--- config.mk ---
export PLATFORM = sky130hd
export DESIGN_NAME = write_guard
export DESIGN_NICKNAME = d
export VERILOG_FILES = /design/src/wg_pkg.sv /design/src/wg_id_table.sv /design/src/wg_order_fifo.sv /design/src/wg_txn_slots.sv /design/src/write_guard.sv
export SDC_FILE = /design/constraint.sdc
export NUM_CORES = 1
export LEC_CHECK = 0
export BUFFER_PORTS_ARGS = -buffer_cell sky130_fd_sc_hd__buf_4
export CORE_AREA = 2 2 247 176
export CTS_BUF_LIST = sky130_fd_sc_hd__clkbuf_2 sky130_fd_sc_hd__clkbuf_4 sky130_fd_sc_hd__clkbuf_8
export DETAILED_ROUTE_END_ITERATION = 8
export DIE_AREA = 0 0 249 178
export PLACE_DENSITY = 0.83
export SKIP_LAST_GASP = 1
export SLEW_MARGIN = 25
export SYNTH_ARGS = -nofsm -noshare
export SYNTH_HDL_FRONTEND = slang
export SYNTH_SLANG_ARGS = --single-unit
--- constraint.sdc ---
create_clock -name clk_i -period 4.2 [get_ports clk_i]
set_input_delay 0.42 -clock clk_i [delete_from_list [all_inputs] [get_ports clk_i]]
set_output_delay 0.42 -clock clk_i [all_outputs]
set_load 0.01 [all_outputs]
--- src/wg_pkg.sv ---
/*
  Shared sizes and types of the AXI write monitor.
  MaxTxns must equal 2**SlotIdxWidth, because the slot and FIFO pointers wrap freely.
  Budgets are CntWidth wide and should stay below the all-ones value.
*/
package wg_pkg;

  localparam int unsigned MaxTxns      = 4;
  localparam int unsigned IdWidth      = 4;
  localparam int unsigned AddrWidth    = 32;
  localparam int unsigned LenWidth     = 8;
  localparam int unsigned CntWidth     = 12;
  localparam int unsigned SlotIdxWidth = 2;

  typedef logic [SlotIdxWidth-1:0] slot_idx_t;

  // Observed AW channel, sampled without back-pressure
  typedef struct packed {
    logic                 aw_valid;
    logic                 aw_ready;
    logic [IdWidth-1:0]   id;
    logic [AddrWidth-1:0] addr;
    logic [LenWidth-1:0]  len;
  } aw_mon_t;

  typedef struct packed {
    logic w_valid;
    logic w_ready;
    logic w_last;
  } w_mon_t;

  typedef struct packed {
    logic               b_valid;
    logic               b_ready;
    logic [IdWidth-1:0] id;
  } b_mon_t;

  // The W budget is given per beat and scaled by the burst length
  typedef struct packed {
    logic [CntWidth-1:0] aw_budget;
    logic [CntWidth-1:0] w_beat_budget;
    logic [CntWidth-1:0] b_budget;
  } budget_t;

  typedef enum logic [1:0] {
    IDLE,
    WRITE_ADDRESS,
    WRITE_DATA,
    WRITE_RESPONSE
  } phase_e;

  typedef enum logic [2:0] {
    NONE,
    AW_TIMEOUT,
    W_TIMEOUT,
    B_TIMEOUT,
    UNWANTED_B,
    OVERFLOW
  } fault_cause_e;

  typedef struct packed {
    fault_cause_e         cause;
    logic [IdWidth-1:0]   id;
    logic [AddrWidth-1:0] addr;
  } fault_report_t;

  typedef struct packed {
    logic [IdWidth-1:0]   id;
    logic [AddrWidth-1:0] addr;
  } slot_meta_t;

endpackage

--- src/wg_id_table.sv ---
/*
  Slot pool with per-ID queues kept as a head-tail table and next pointers.
  The table has one entry per slot, so a free entry always exists while a slot is free.
  A retired slot is not reused in the same cycle.
*/
module wg_id_table (
  input  logic              clk_i,
  input  logic              rst_ni,
  input  logic              wr_en_i,
  input  wg_pkg::aw_mon_t   aw_i,
  input  wg_pkg::b_mon_t    b_i,
  input  logic              flush_i,
  input  logic              retire_i,
  input  wg_pkg::slot_idx_t retire_slot_i,
  output logic              alloc_valid_o,
  output wg_pkg::slot_idx_t alloc_slot_o,
  output logic              b_hit_o,
  output wg_pkg::slot_idx_t b_slot_o,
  output logic              b_miss_o,
  output logic              overflow_o
);
  import wg_pkg::*;

  typedef struct packed {
    logic               live;
    logic [IdWidth-1:0] id;
    slot_idx_t          head;
    slot_idx_t          tail;
  } ht_entry_t;

  ht_entry_t          ht_q   [MaxTxns];
  ht_entry_t          ht_d   [MaxTxns];
  slot_idx_t          next_q [MaxTxns];
  slot_idx_t          next_d [MaxTxns];
  logic [MaxTxns-1:0] free_q;
  logic [MaxTxns-1:0] free_d;
  logic [MaxTxns-1:0] b_match;
  logic [MaxTxns-1:0] retire_match;
  logic [MaxTxns-1:0] alloc_in_queue;

  assign alloc_valid_o = wr_en_i && (|free_q);
  assign overflow_o    = wr_en_i && !(|free_q);
  assign b_hit_o       = |b_match;
  assign b_miss_o      = b_i.b_valid && b_i.b_ready && !(|b_match);

  // Lowest free slot wins
  always_comb begin
    alloc_slot_o = '0;
    for (int i = MaxTxns - 1; i >= 0; i--) begin
      if (free_q[i]) begin
        alloc_slot_o = slot_idx_t'(i);
      end
    end
  end

  // Live IDs are unique, so at most one entry matches
  always_comb begin
    b_slot_o = '0;
    for (int e = 0; e < MaxTxns; e++) begin
      b_match[e]        = ht_q[e].live && (ht_q[e].id == b_i.id);
      retire_match[e]   = ht_q[e].live && (ht_q[e].head == retire_slot_i);
      alloc_in_queue[e] = ht_q[e].live &&
                          ((ht_q[e].head == alloc_slot_o) || (ht_q[e].tail == alloc_slot_o));
      if (b_match[e]) begin
        b_slot_o = ht_q[e].head;
      end
    end
  end

  always_comb begin
    logic appended;
    logic placed;
    free_d   = free_q;
    ht_d     = ht_q;
    next_d   = next_q;
    appended = 1'b0;
    placed   = 1'b0;

    // Pop first, so a request for the same ID sees the updated queue
    if (retire_i) begin
      free_d[retire_slot_i] = 1'b1;
      for (int e = 0; e < MaxTxns; e++) begin
        if (retire_match[e]) begin
          if (ht_q[e].head == ht_q[e].tail) begin
            ht_d[e].live = 1'b0;
          end else begin
            ht_d[e].head = next_q[ht_q[e].head];
          end
        end
      end
    end

    if (alloc_valid_o) begin
      free_d[alloc_slot_o] = 1'b0;
      // Append behind the tail of an existing queue
      for (int e = 0; e < MaxTxns; e++) begin
        if (!appended && ht_d[e].live && (ht_d[e].id == aw_i.id)) begin
          next_d[ht_d[e].tail] = alloc_slot_o;
          ht_d[e].tail         = alloc_slot_o;
          appended             = 1'b1;
        end
      end
      // Otherwise open a new queue in the first idle entry
      for (int e = 0; e < MaxTxns; e++) begin
        if (!appended && !placed && !ht_d[e].live) begin
          ht_d[e] = '{live: 1'b1, id: aw_i.id, head: alloc_slot_o, tail: alloc_slot_o};
          placed  = 1'b1;
        end
      end
    end
  end

  always_ff @(posedge clk_i or negedge rst_ni) begin
    if (!rst_ni) begin
      free_q <= '1;
      for (int e = 0; e < MaxTxns; e++) begin
        ht_q[e] <= '0;
      end
    end else if (flush_i) begin
      free_q <= '1;
      for (int e = 0; e < MaxTxns; e++) begin
        ht_q[e].live <= 1'b0;
      end
    end else begin
      free_q <= free_d;
      ht_q   <= ht_d;
    end
  end

  always_ff @(posedge clk_i) begin
    next_q <= next_d;
  end

  // A slot taken from the free mask is not still linked into any queue
  a_alloc_was_free : assert property (@(posedge clk_i) disable iff (!rst_ni)
    alloc_valid_o |-> free_q[alloc_slot_o] && !(|alloc_in_queue));

  // The slot FSMs only retire the oldest write of an ID
  a_retire_is_head : assert property (@(posedge clk_i) disable iff (!rst_ni)
    retire_i |-> |retire_match);

endmodule

--- src/wg_order_fifo.sv ---
/*
  Order in which slots own the W channel, one entry per AW request.
  Depth is MaxTxns and must be a power of two.
*/
module wg_order_fifo (
  input  logic              clk_i,
  input  logic              rst_ni,
  input  logic              push_i,
  input  wg_pkg::slot_idx_t push_slot_i,
  input  logic              pop_i,
  input  logic              flush_i,
  output wg_pkg::slot_idx_t head_o,
  output logic              empty_o
);
  import wg_pkg::*;

  slot_idx_t             mem_q [MaxTxns];
  slot_idx_t             wr_ptr_q;
  slot_idx_t             rd_ptr_q;
  logic [SlotIdxWidth:0] count_q;
  logic                  full;

  assign head_o  = mem_q[rd_ptr_q];
  assign empty_o = (count_q == '0);
  assign full    = (count_q == (SlotIdxWidth + 1)'(MaxTxns));

  always_ff @(posedge clk_i or negedge rst_ni) begin
    if (!rst_ni) begin
      wr_ptr_q <= '0;
      rd_ptr_q <= '0;
      count_q  <= '0;
    end else if (flush_i) begin
      wr_ptr_q <= '0;
      rd_ptr_q <= '0;
      count_q  <= '0;
    end else begin
      if (push_i) begin
        wr_ptr_q <= wr_ptr_q + 1'b1;
      end
      if (pop_i) begin
        rd_ptr_q <= rd_ptr_q + 1'b1;
      end
      case ({push_i, pop_i})
        2'b10:   count_q <= count_q + 1'b1;
        2'b01:   count_q <= count_q - 1'b1;
        default: count_q <= count_q;
      endcase
    end
  end

  always_ff @(posedge clk_i) begin
    if (push_i) begin
      mem_q[wr_ptr_q] <= push_slot_i;
    end
  end

  // Pool and FIFO have the same depth, so a granted slot always finds room
  a_no_push_full : assert property (@(posedge clk_i) disable iff (!rst_ni)
    push_i && !flush_i |-> !full);

  a_no_pop_empty : assert property (@(posedge clk_i) disable iff (!rst_ni)
    pop_i |-> !empty_o);

endmodule

--- src/wg_txn_slots.sv ---
/*
  Per-slot phase FSMs with one counter each.
  Only one AW request is pending on the bus at a time, so an AW handshake moves every
  slot in WRITE_ADDRESS. Counters do not saturate, so budgets must stay below all ones.
*/
module wg_txn_slots (
  input  logic                 clk_i,
  input  logic                 rst_ni,
  input  wg_pkg::budget_t      budget_i,
  input  wg_pkg::aw_mon_t      aw_i,
  input  wg_pkg::w_mon_t       w_i,
  input  wg_pkg::b_mon_t       b_i,
  input  logic                 alloc_valid_i,
  input  wg_pkg::slot_idx_t    alloc_slot_i,
  input  logic                 flush_i,
  input  wg_pkg::slot_idx_t    w_head_i,
  input  logic                 w_empty_i,
  input  logic                 b_hit_i,
  input  wg_pkg::slot_idx_t    b_slot_i,
  output logic                 w_pop_o,
  output logic                 retire_o,
  output wg_pkg::slot_idx_t    retire_slot_o,
  output logic                 b_early_o,
  output logic                 timeout_o,
  output wg_pkg::fault_cause_e timeout_cause_o,
  output wg_pkg::slot_meta_t   timeout_meta_o
);
  import wg_pkg::*;

  phase_e                     phase_q    [MaxTxns];
  phase_e                     phase_d    [MaxTxns];
  logic [CntWidth-1:0]        cnt_q      [MaxTxns];
  logic [CntWidth-1:0]        cnt_d      [MaxTxns];
  logic [CntWidth-1:0]        w_bud_q    [MaxTxns];
  slot_meta_t                 meta_q     [MaxTxns];
  fault_cause_e               slot_cause [MaxTxns];
  logic [MaxTxns-1:0]         slot_to;
  logic [CntWidth+LenWidth:0] w_prod;
  logic [CntWidth-1:0]        w_bud_new;
  logic                       aw_hs;
  logic                       w_last_hs;
  logic                       b_hs;

  assign aw_hs     = aw_i.aw_valid && aw_i.aw_ready;
  assign w_last_hs = w_i.w_valid && w_i.w_ready && w_i.w_last;
  assign b_hs      = b_i.b_valid && b_i.b_ready && b_hit_i;

  // W budget scales with the beat count and saturates
  assign w_prod    = budget_i.w_beat_budget * (aw_i.len + 1'b1);
  assign w_bud_new = (|w_prod[CntWidth+LenWidth:CntWidth]) ? '1 : w_prod[CntWidth-1:0];

  assign w_pop_o       = w_last_hs && (phase_q[w_head_i] == WRITE_DATA);
  assign retire_o      = b_hs && (phase_q[b_slot_i] == WRITE_RESPONSE);
  assign retire_slot_o = b_slot_i;
  // B for a known ID whose oldest write has not finished its data
  assign b_early_o     = b_hs && (phase_q[b_slot_i] != WRITE_RESPONSE);

  always_comb begin
    for (int i = 0; i < MaxTxns; i++) begin
      phase_d[i]    = phase_q[i];
      cnt_d[i]      = cnt_q[i] + 1'b1;
      slot_to[i]    = 1'b0;
      slot_cause[i] = NONE;
      case (phase_q[i])
        WRITE_ADDRESS: begin
          slot_to[i]    = cnt_q[i] > budget_i.aw_budget;
          slot_cause[i] = AW_TIMEOUT;
          if (aw_hs) begin
            phase_d[i] = WRITE_DATA;
            cnt_d[i]   = '0;
          end
        end
        WRITE_DATA: begin
          slot_to[i]    = cnt_q[i] > w_bud_q[i];
          slot_cause[i] = W_TIMEOUT;
          if (w_empty_i || (w_head_i != slot_idx_t'(i))) begin
            // Waits until the older bursts are done
            cnt_d[i] = cnt_q[i];
          end else if (w_pop_o) begin
            phase_d[i] = WRITE_RESPONSE;
            cnt_d[i]   = '0;
          end
        end
        WRITE_RESPONSE: begin
          slot_to[i]    = cnt_q[i] > budget_i.b_budget;
          slot_cause[i] = B_TIMEOUT;
          if (retire_o && (b_slot_i == slot_idx_t'(i))) begin
            phase_d[i] = IDLE;
          end
        end
        default: cnt_d[i] = cnt_q[i];
      endcase
      // AW may complete in the strobe cycle itself
      if (alloc_valid_i && (alloc_slot_i == slot_idx_t'(i))) begin
        phase_d[i] = aw_hs ? WRITE_DATA : WRITE_ADDRESS;
        cnt_d[i]   = '0;
      end
    end
  end

  // Lowest slot index wins
  always_comb begin
    timeout_o       = 1'b0;
    timeout_cause_o = NONE;
    timeout_meta_o  = '0;
    for (int i = MaxTxns - 1; i >= 0; i--) begin
      if (slot_to[i]) begin
        timeout_o       = 1'b1;
        timeout_cause_o = slot_cause[i];
        timeout_meta_o  = meta_q[i];
      end
    end
  end

  always_ff @(posedge clk_i or negedge rst_ni) begin
    if (!rst_ni) begin
      for (int i = 0; i < MaxTxns; i++) begin
        phase_q[i] <= IDLE;
      end
    end else if (flush_i) begin
      for (int i = 0; i < MaxTxns; i++) begin
        phase_q[i] <= IDLE;
      end
    end else begin
      phase_q <= phase_d;
    end
  end

  always_ff @(posedge clk_i) begin
    cnt_q <= cnt_d;
    if (alloc_valid_i) begin
      w_bud_q[alloc_slot_i] <= w_bud_new;
      meta_q[alloc_slot_i]  <= '{id: aw_i.id, addr: aw_i.addr};
    end
  end

  // A slot in WRITE_DATA is always queued in the order FIFO
  a_pop_not_empty : assert property (@(posedge clk_i) disable iff (!rst_ni)
    w_pop_o |-> !w_empty_i);

endmodule

--- src/write_guard.sv ---
/*
  Passive AXI write monitor, it never drives the bus.
  The first fault latches the report and holds reset_req_o until reset_clear_i.
  Every fault flushes all tracked writes.
*/
module write_guard (
  input  logic                  clk_i,
  input  logic                  rst_ni,
  input  logic                  wr_en_i,
  input  wg_pkg::aw_mon_t       aw_i,
  input  wg_pkg::w_mon_t        w_i,
  input  wg_pkg::b_mon_t        b_i,
  input  wg_pkg::budget_t       budget_i,
  input  logic                  reset_clear_i,
  output logic                  irq_o,
  output logic                  reset_req_o,
  output wg_pkg::fault_report_t report_o
);
  import wg_pkg::*;

  logic          alloc_valid;
  slot_idx_t     alloc_slot;
  logic          b_hit;
  slot_idx_t     b_slot;
  logic          b_miss;
  logic          overflow;
  logic          retire;
  slot_idx_t     retire_slot;
  slot_idx_t     w_head;
  logic          w_empty;
  logic          w_pop;
  logic          b_early;
  logic          timeout;
  fault_cause_e  timeout_cause;
  slot_meta_t    timeout_meta;
  logic          flush;
  fault_report_t fault;
  logic          irq_q;
  logic          reset_req_q;
  fault_report_t report_q;

  wg_id_table i_id_table (
    .clk_i, .rst_ni, .wr_en_i, .aw_i, .b_i,
    .flush_i       (flush),
    .retire_i      (retire),
    .retire_slot_i (retire_slot),
    .alloc_valid_o (alloc_valid),
    .alloc_slot_o  (alloc_slot),
    .b_hit_o       (b_hit),
    .b_slot_o      (b_slot),
    .b_miss_o      (b_miss),
    .overflow_o    (overflow)
  );

  wg_order_fifo i_order_fifo (
    .clk_i, .rst_ni,
    .push_i      (alloc_valid),
    .push_slot_i (alloc_slot),
    .pop_i       (w_pop),
    .flush_i     (flush),
    .head_o      (w_head),
    .empty_o     (w_empty)
  );

  wg_txn_slots i_txn_slots (
    .clk_i, .rst_ni, .budget_i, .aw_i, .w_i, .b_i,
    .alloc_valid_i   (alloc_valid),
    .alloc_slot_i    (alloc_slot),
    .flush_i         (flush),
    .w_head_i        (w_head),
    .w_empty_i       (w_empty),
    .b_hit_i         (b_hit),
    .b_slot_i        (b_slot),
    .w_pop_o         (w_pop),
    .retire_o        (retire),
    .retire_slot_o   (retire_slot),
    .b_early_o       (b_early),
    .timeout_o       (timeout),
    .timeout_cause_o (timeout_cause),
    .timeout_meta_o  (timeout_meta)
  );

  // Timeouts first, then unwanted B, then overflow
  always_comb begin
    fault = '{cause: NONE, default: '0};
    if (timeout) begin
      fault = '{cause: timeout_cause, id: timeout_meta.id, addr: timeout_meta.addr};
    end else if (b_miss || b_early) begin
      fault = '{cause: UNWANTED_B, id: b_i.id, addr: '0};
    end else if (overflow) begin
      fault = '{cause: OVERFLOW, id: aw_i.id, addr: aw_i.addr};
    end
  end

  assign flush = (fault.cause != NONE);

  always_ff @(posedge clk_i or negedge rst_ni) begin
    if (!rst_ni) begin
      irq_q       <= 1'b0;
      reset_req_q <= 1'b0;
      report_q    <= '{cause: NONE, default: '0};
    end else begin
      irq_q <= flush && !reset_req_q;
      // Only the first fault is kept
      if (flush && !reset_req_q) begin
        reset_req_q <= 1'b1;
        report_q    <= fault;
      end else if (reset_clear_i) begin
        reset_req_q <= 1'b0;
        report_q    <= '{cause: NONE, default: '0};
      end
    end
  end

  assign irq_o       = irq_q;
  assign reset_req_o = reset_req_q;
  assign report_o    = report_q;

endmodule

==> impl_metrics.ini <==
[routing]
antenna_left = 0
dr.pass1.iters = 6
wl_um = 67700
vias_per_cell = 6.18
first_iter_violations = 2304
drc = 0
vias = 19100
wl_per_cell_um = 21.9

[synth]
netlist_area_sq_um = 22900
syn-instance-count = 2175
synth_nets = 2541
syn_avg_cell_area_sq_um = 10.5
synth_area_leader_cell = edfxtp_1
synth-seq-cells = 352
synth_cell_type_count = 97
synth_warnings = 0
synth_edf_count = 208
seq_area_frac_synth = 0.420
synth_ff_type = edfxtp_1
synth_top_area_share = 0.273
ys_async_sr_fraction = 0.273
synth.area.top_cells = edfxtp_1, ha_1, dfrtp_1

[timing]
fin_tns_setup_ns = -43.97
setup_slack_ns = -0.954
finalSetupViolCount = 56
hold_viol = 0
tightest_slew_ns = 0.914
slew_viol_final = 0
layout_min_cycle_time_ns = 5.15
skew_ns = 0.0184
fmax_mhz = 194
finalCritPeriodShare = 1.23
rsz0062_at_grt = true
relSlewSlack = 0.390
hold_slack_ns = 0.113

[setup_path]
max_stage_delay_ns = 0.52
crit_family = adder cells
startpoint_type = input port
critPathSlowestCell = fa_1
path_class = input port to flop
crit_buf_inv = 7
cpMostUsedCell = fa_1
worstPathMaxFanout = 5
endpoint_kind = flop
crit_arrival_ns = 5.53
ff2ff_path_depth = 12
cp.required_ns = 4.58
crit_cells = 26

[clocking]
cts_root_buf = clkbuf_8
ctsLongestPathBuffers = 3
numCtsBuffers = 52
numClockSinks = 352
path_clk_slew_ns = 0.07
cts_tree = done
cts.htree.levels = 2
insertion_delay_ns = 0.64

[finish]
final_util = 0.669
stdcell_count = 3087
final_nets = 2854
syn2layout_area_growth_pct = 22.3
drive_above_1_share = 0.237
fillers = 2871

[outcome]
status = finished, violations left
violations = negative setup slack

[global_route]
gr-usage-met3 = 0.0746
first_global_vias = 19000
grt_max_degree = 77
gr-usage-met1 = 0.429
grt_use_total = 0.300
grt_pass1_wl_um = 104000
top_usage_layer = met2
grt-ovfl-total = 0
met2_usage = 0.456
antenna_found_initial = 4

[placed_design]
hpwl_um = 47400
io_buffers = 135
dp.cells = 2929
place_ws_ns = -1.59
gp_congestion = 0.998

[pwr]
power_density_nw_per_um2 = 551
ir_drop_mv = 0.408
leakage_uw = 0.0120

[floorplanning]
fp.dieArea_sq_um = 44300
initial_core_util = 0.547
die_h_um = 178
io_pins = 136
row_count = 63
die_w_um = 249
coreArea_sq_um = 41900

[flow_run]
cap_violations = 0

[hold_path]
hold_depth = 1
hp-class = input port to flop
cells by family (layout without fill, tap and decap cells):
family | Yosys count | after routing | share of synthesized area
and+or+nand+nor | 657 | 657 | 0.151
AOI/OAI and AO/OA | 441 | 441 | 0.137
DFF | 352 | 352 | 0.420
buffers and inverters | 286 | 643 | 0.0479
adders and majority gates | 271 | 271 | 0.172
xor gates and xnor gates | 106 | 106 | 0.0405
muxes | 62 | 62 | 0.0324
other | 0 | 3 | 0
flip-flops by register name (all words and copies together) (netlist names):
register               cells
i_txn_slots.meta_q       144
i_txn_slots.cnt_q         48
i_txn_slots.w_bud_q       48
report_o                  39
i_id_table.ht_q           36
i_id_table.next_q          8
i_order_fifo.mem_q         8
i_txn_slots.phase_q        8
i_id_table.free_q          4
i_order_fifo.count_q       3
i_order_fifo.rd_ptr_q      2
i_order_fifo.wr_ptr_q      2
irq_o                      1
reset_req_o                1
layout by cell type (no fill, tap or decap), types with 68 or more instances in the layout:
| master | count |
|---|---|
| dfrtp_1 | 92 |
| nor2_1 | 160 |
| edfxtp_1 | 208 |
| a21oi_1 | 80 |
| nand2_1 | 105 |
| inv_1 | 184 |
| o21ai_0 | 76 |
| buf_4 | 294 |
| fa_1 | 68 |
| ha_1 | 186 |
stage by stage:
stage / total power (uW) / area, sq um
3_3_place_gp: 10900 / 25700
5_1_grt: 16200 / 28000
4_1_cts: 14900 / 27700
2_1_floorplan: 9040 / 23100
6_report: 15400 / 28000
3_5_place_dp: 11300 / 25700
worst paths after layout:
path	start	to	slack, ns
setup / recovery	aw_i[0]	i_txn_slots.w_bud_q[0][8]	-0.95
hold / removal	aw_i[41]	i_txn_slots.meta_q[1][33]	0.11
setup reg to reg	i_id_table.ht_q[13]	i_id_table.next_q[5]	-0.05
hold reg to reg	report_o[37]	report_o[37]	0.51
max in group asynchronous	rst_ni	i_id_table.ht_q[15]	2.68
min in group asynchronous	rst_ni	i_id_table.ht_q[29]	0.42
metal layers:
layer,vias to the layer above,part of all wire
li1,8530,-
met1,9264,0.42
met2,1144,0.44
met3,155,0.12
met4,0,0.024
met5,-,0
synthesized netlist by cell type, drive strengths merged, types with 6 or more instances:
library cell	n
xnor2	59
fa	72
a211o	8
a211oi	45
or2	9
edfxtp	208
nand2	115
nor4	8
nand3b	43
o21a	9
nand2b	30
nand4	42
nor2b	71
dfxtp	48
mux2	35
and2	28
xor2	47
clkbuf	74
dfrtp	92
buf	14
o21ai	84
o31ai	9
a2111oi	6
a31oi	14
inv	198
o211ai	14
mux2i	22
a22oi	37
a21oi	85
a221oi	40
or3	11
nor2	167
nand3	54
or4	7
nor3	30
a21o	24
and3	25
ha	199
a2bb2oi	6
report_power, final:
group | total [uW] | internal, uW | switching [uW]
sequential | 5190 | 4390 | 797
combinational | 7100 | 3160 | 3940
clock | 3150 | 1720 | 1420
total | 15400 | 9270 | 6160
layout make-up:
cell class / instances / area [sq um] / share of cell area
clock buffers: 88 / 1050 / 0.0377
diodes: 3 / 7.51 / 0.000268
inverters: 198 / 743 / 0.0265
clock inverters: 10 / 129 / 0.00460
multi-input cells: 1537 / 12900 / 0.462
well taps: 552 / 691 / 0.0247
repair buffers: 347 / 2810 / 0.100
flip-flops and latches: 352 / 9610 / 0.343
what timing repair did:
action                     4_1_cts  5_1_grt
setup endpoints to repair       48      122
hold endpoints to repair       184        0
gates resized for setup         73       58
hold buffers                    33        0
setup buffers                   18        9
gates cloned                     2        0
pin swaps                       63       45
Power figures use the tool's default switching activity.
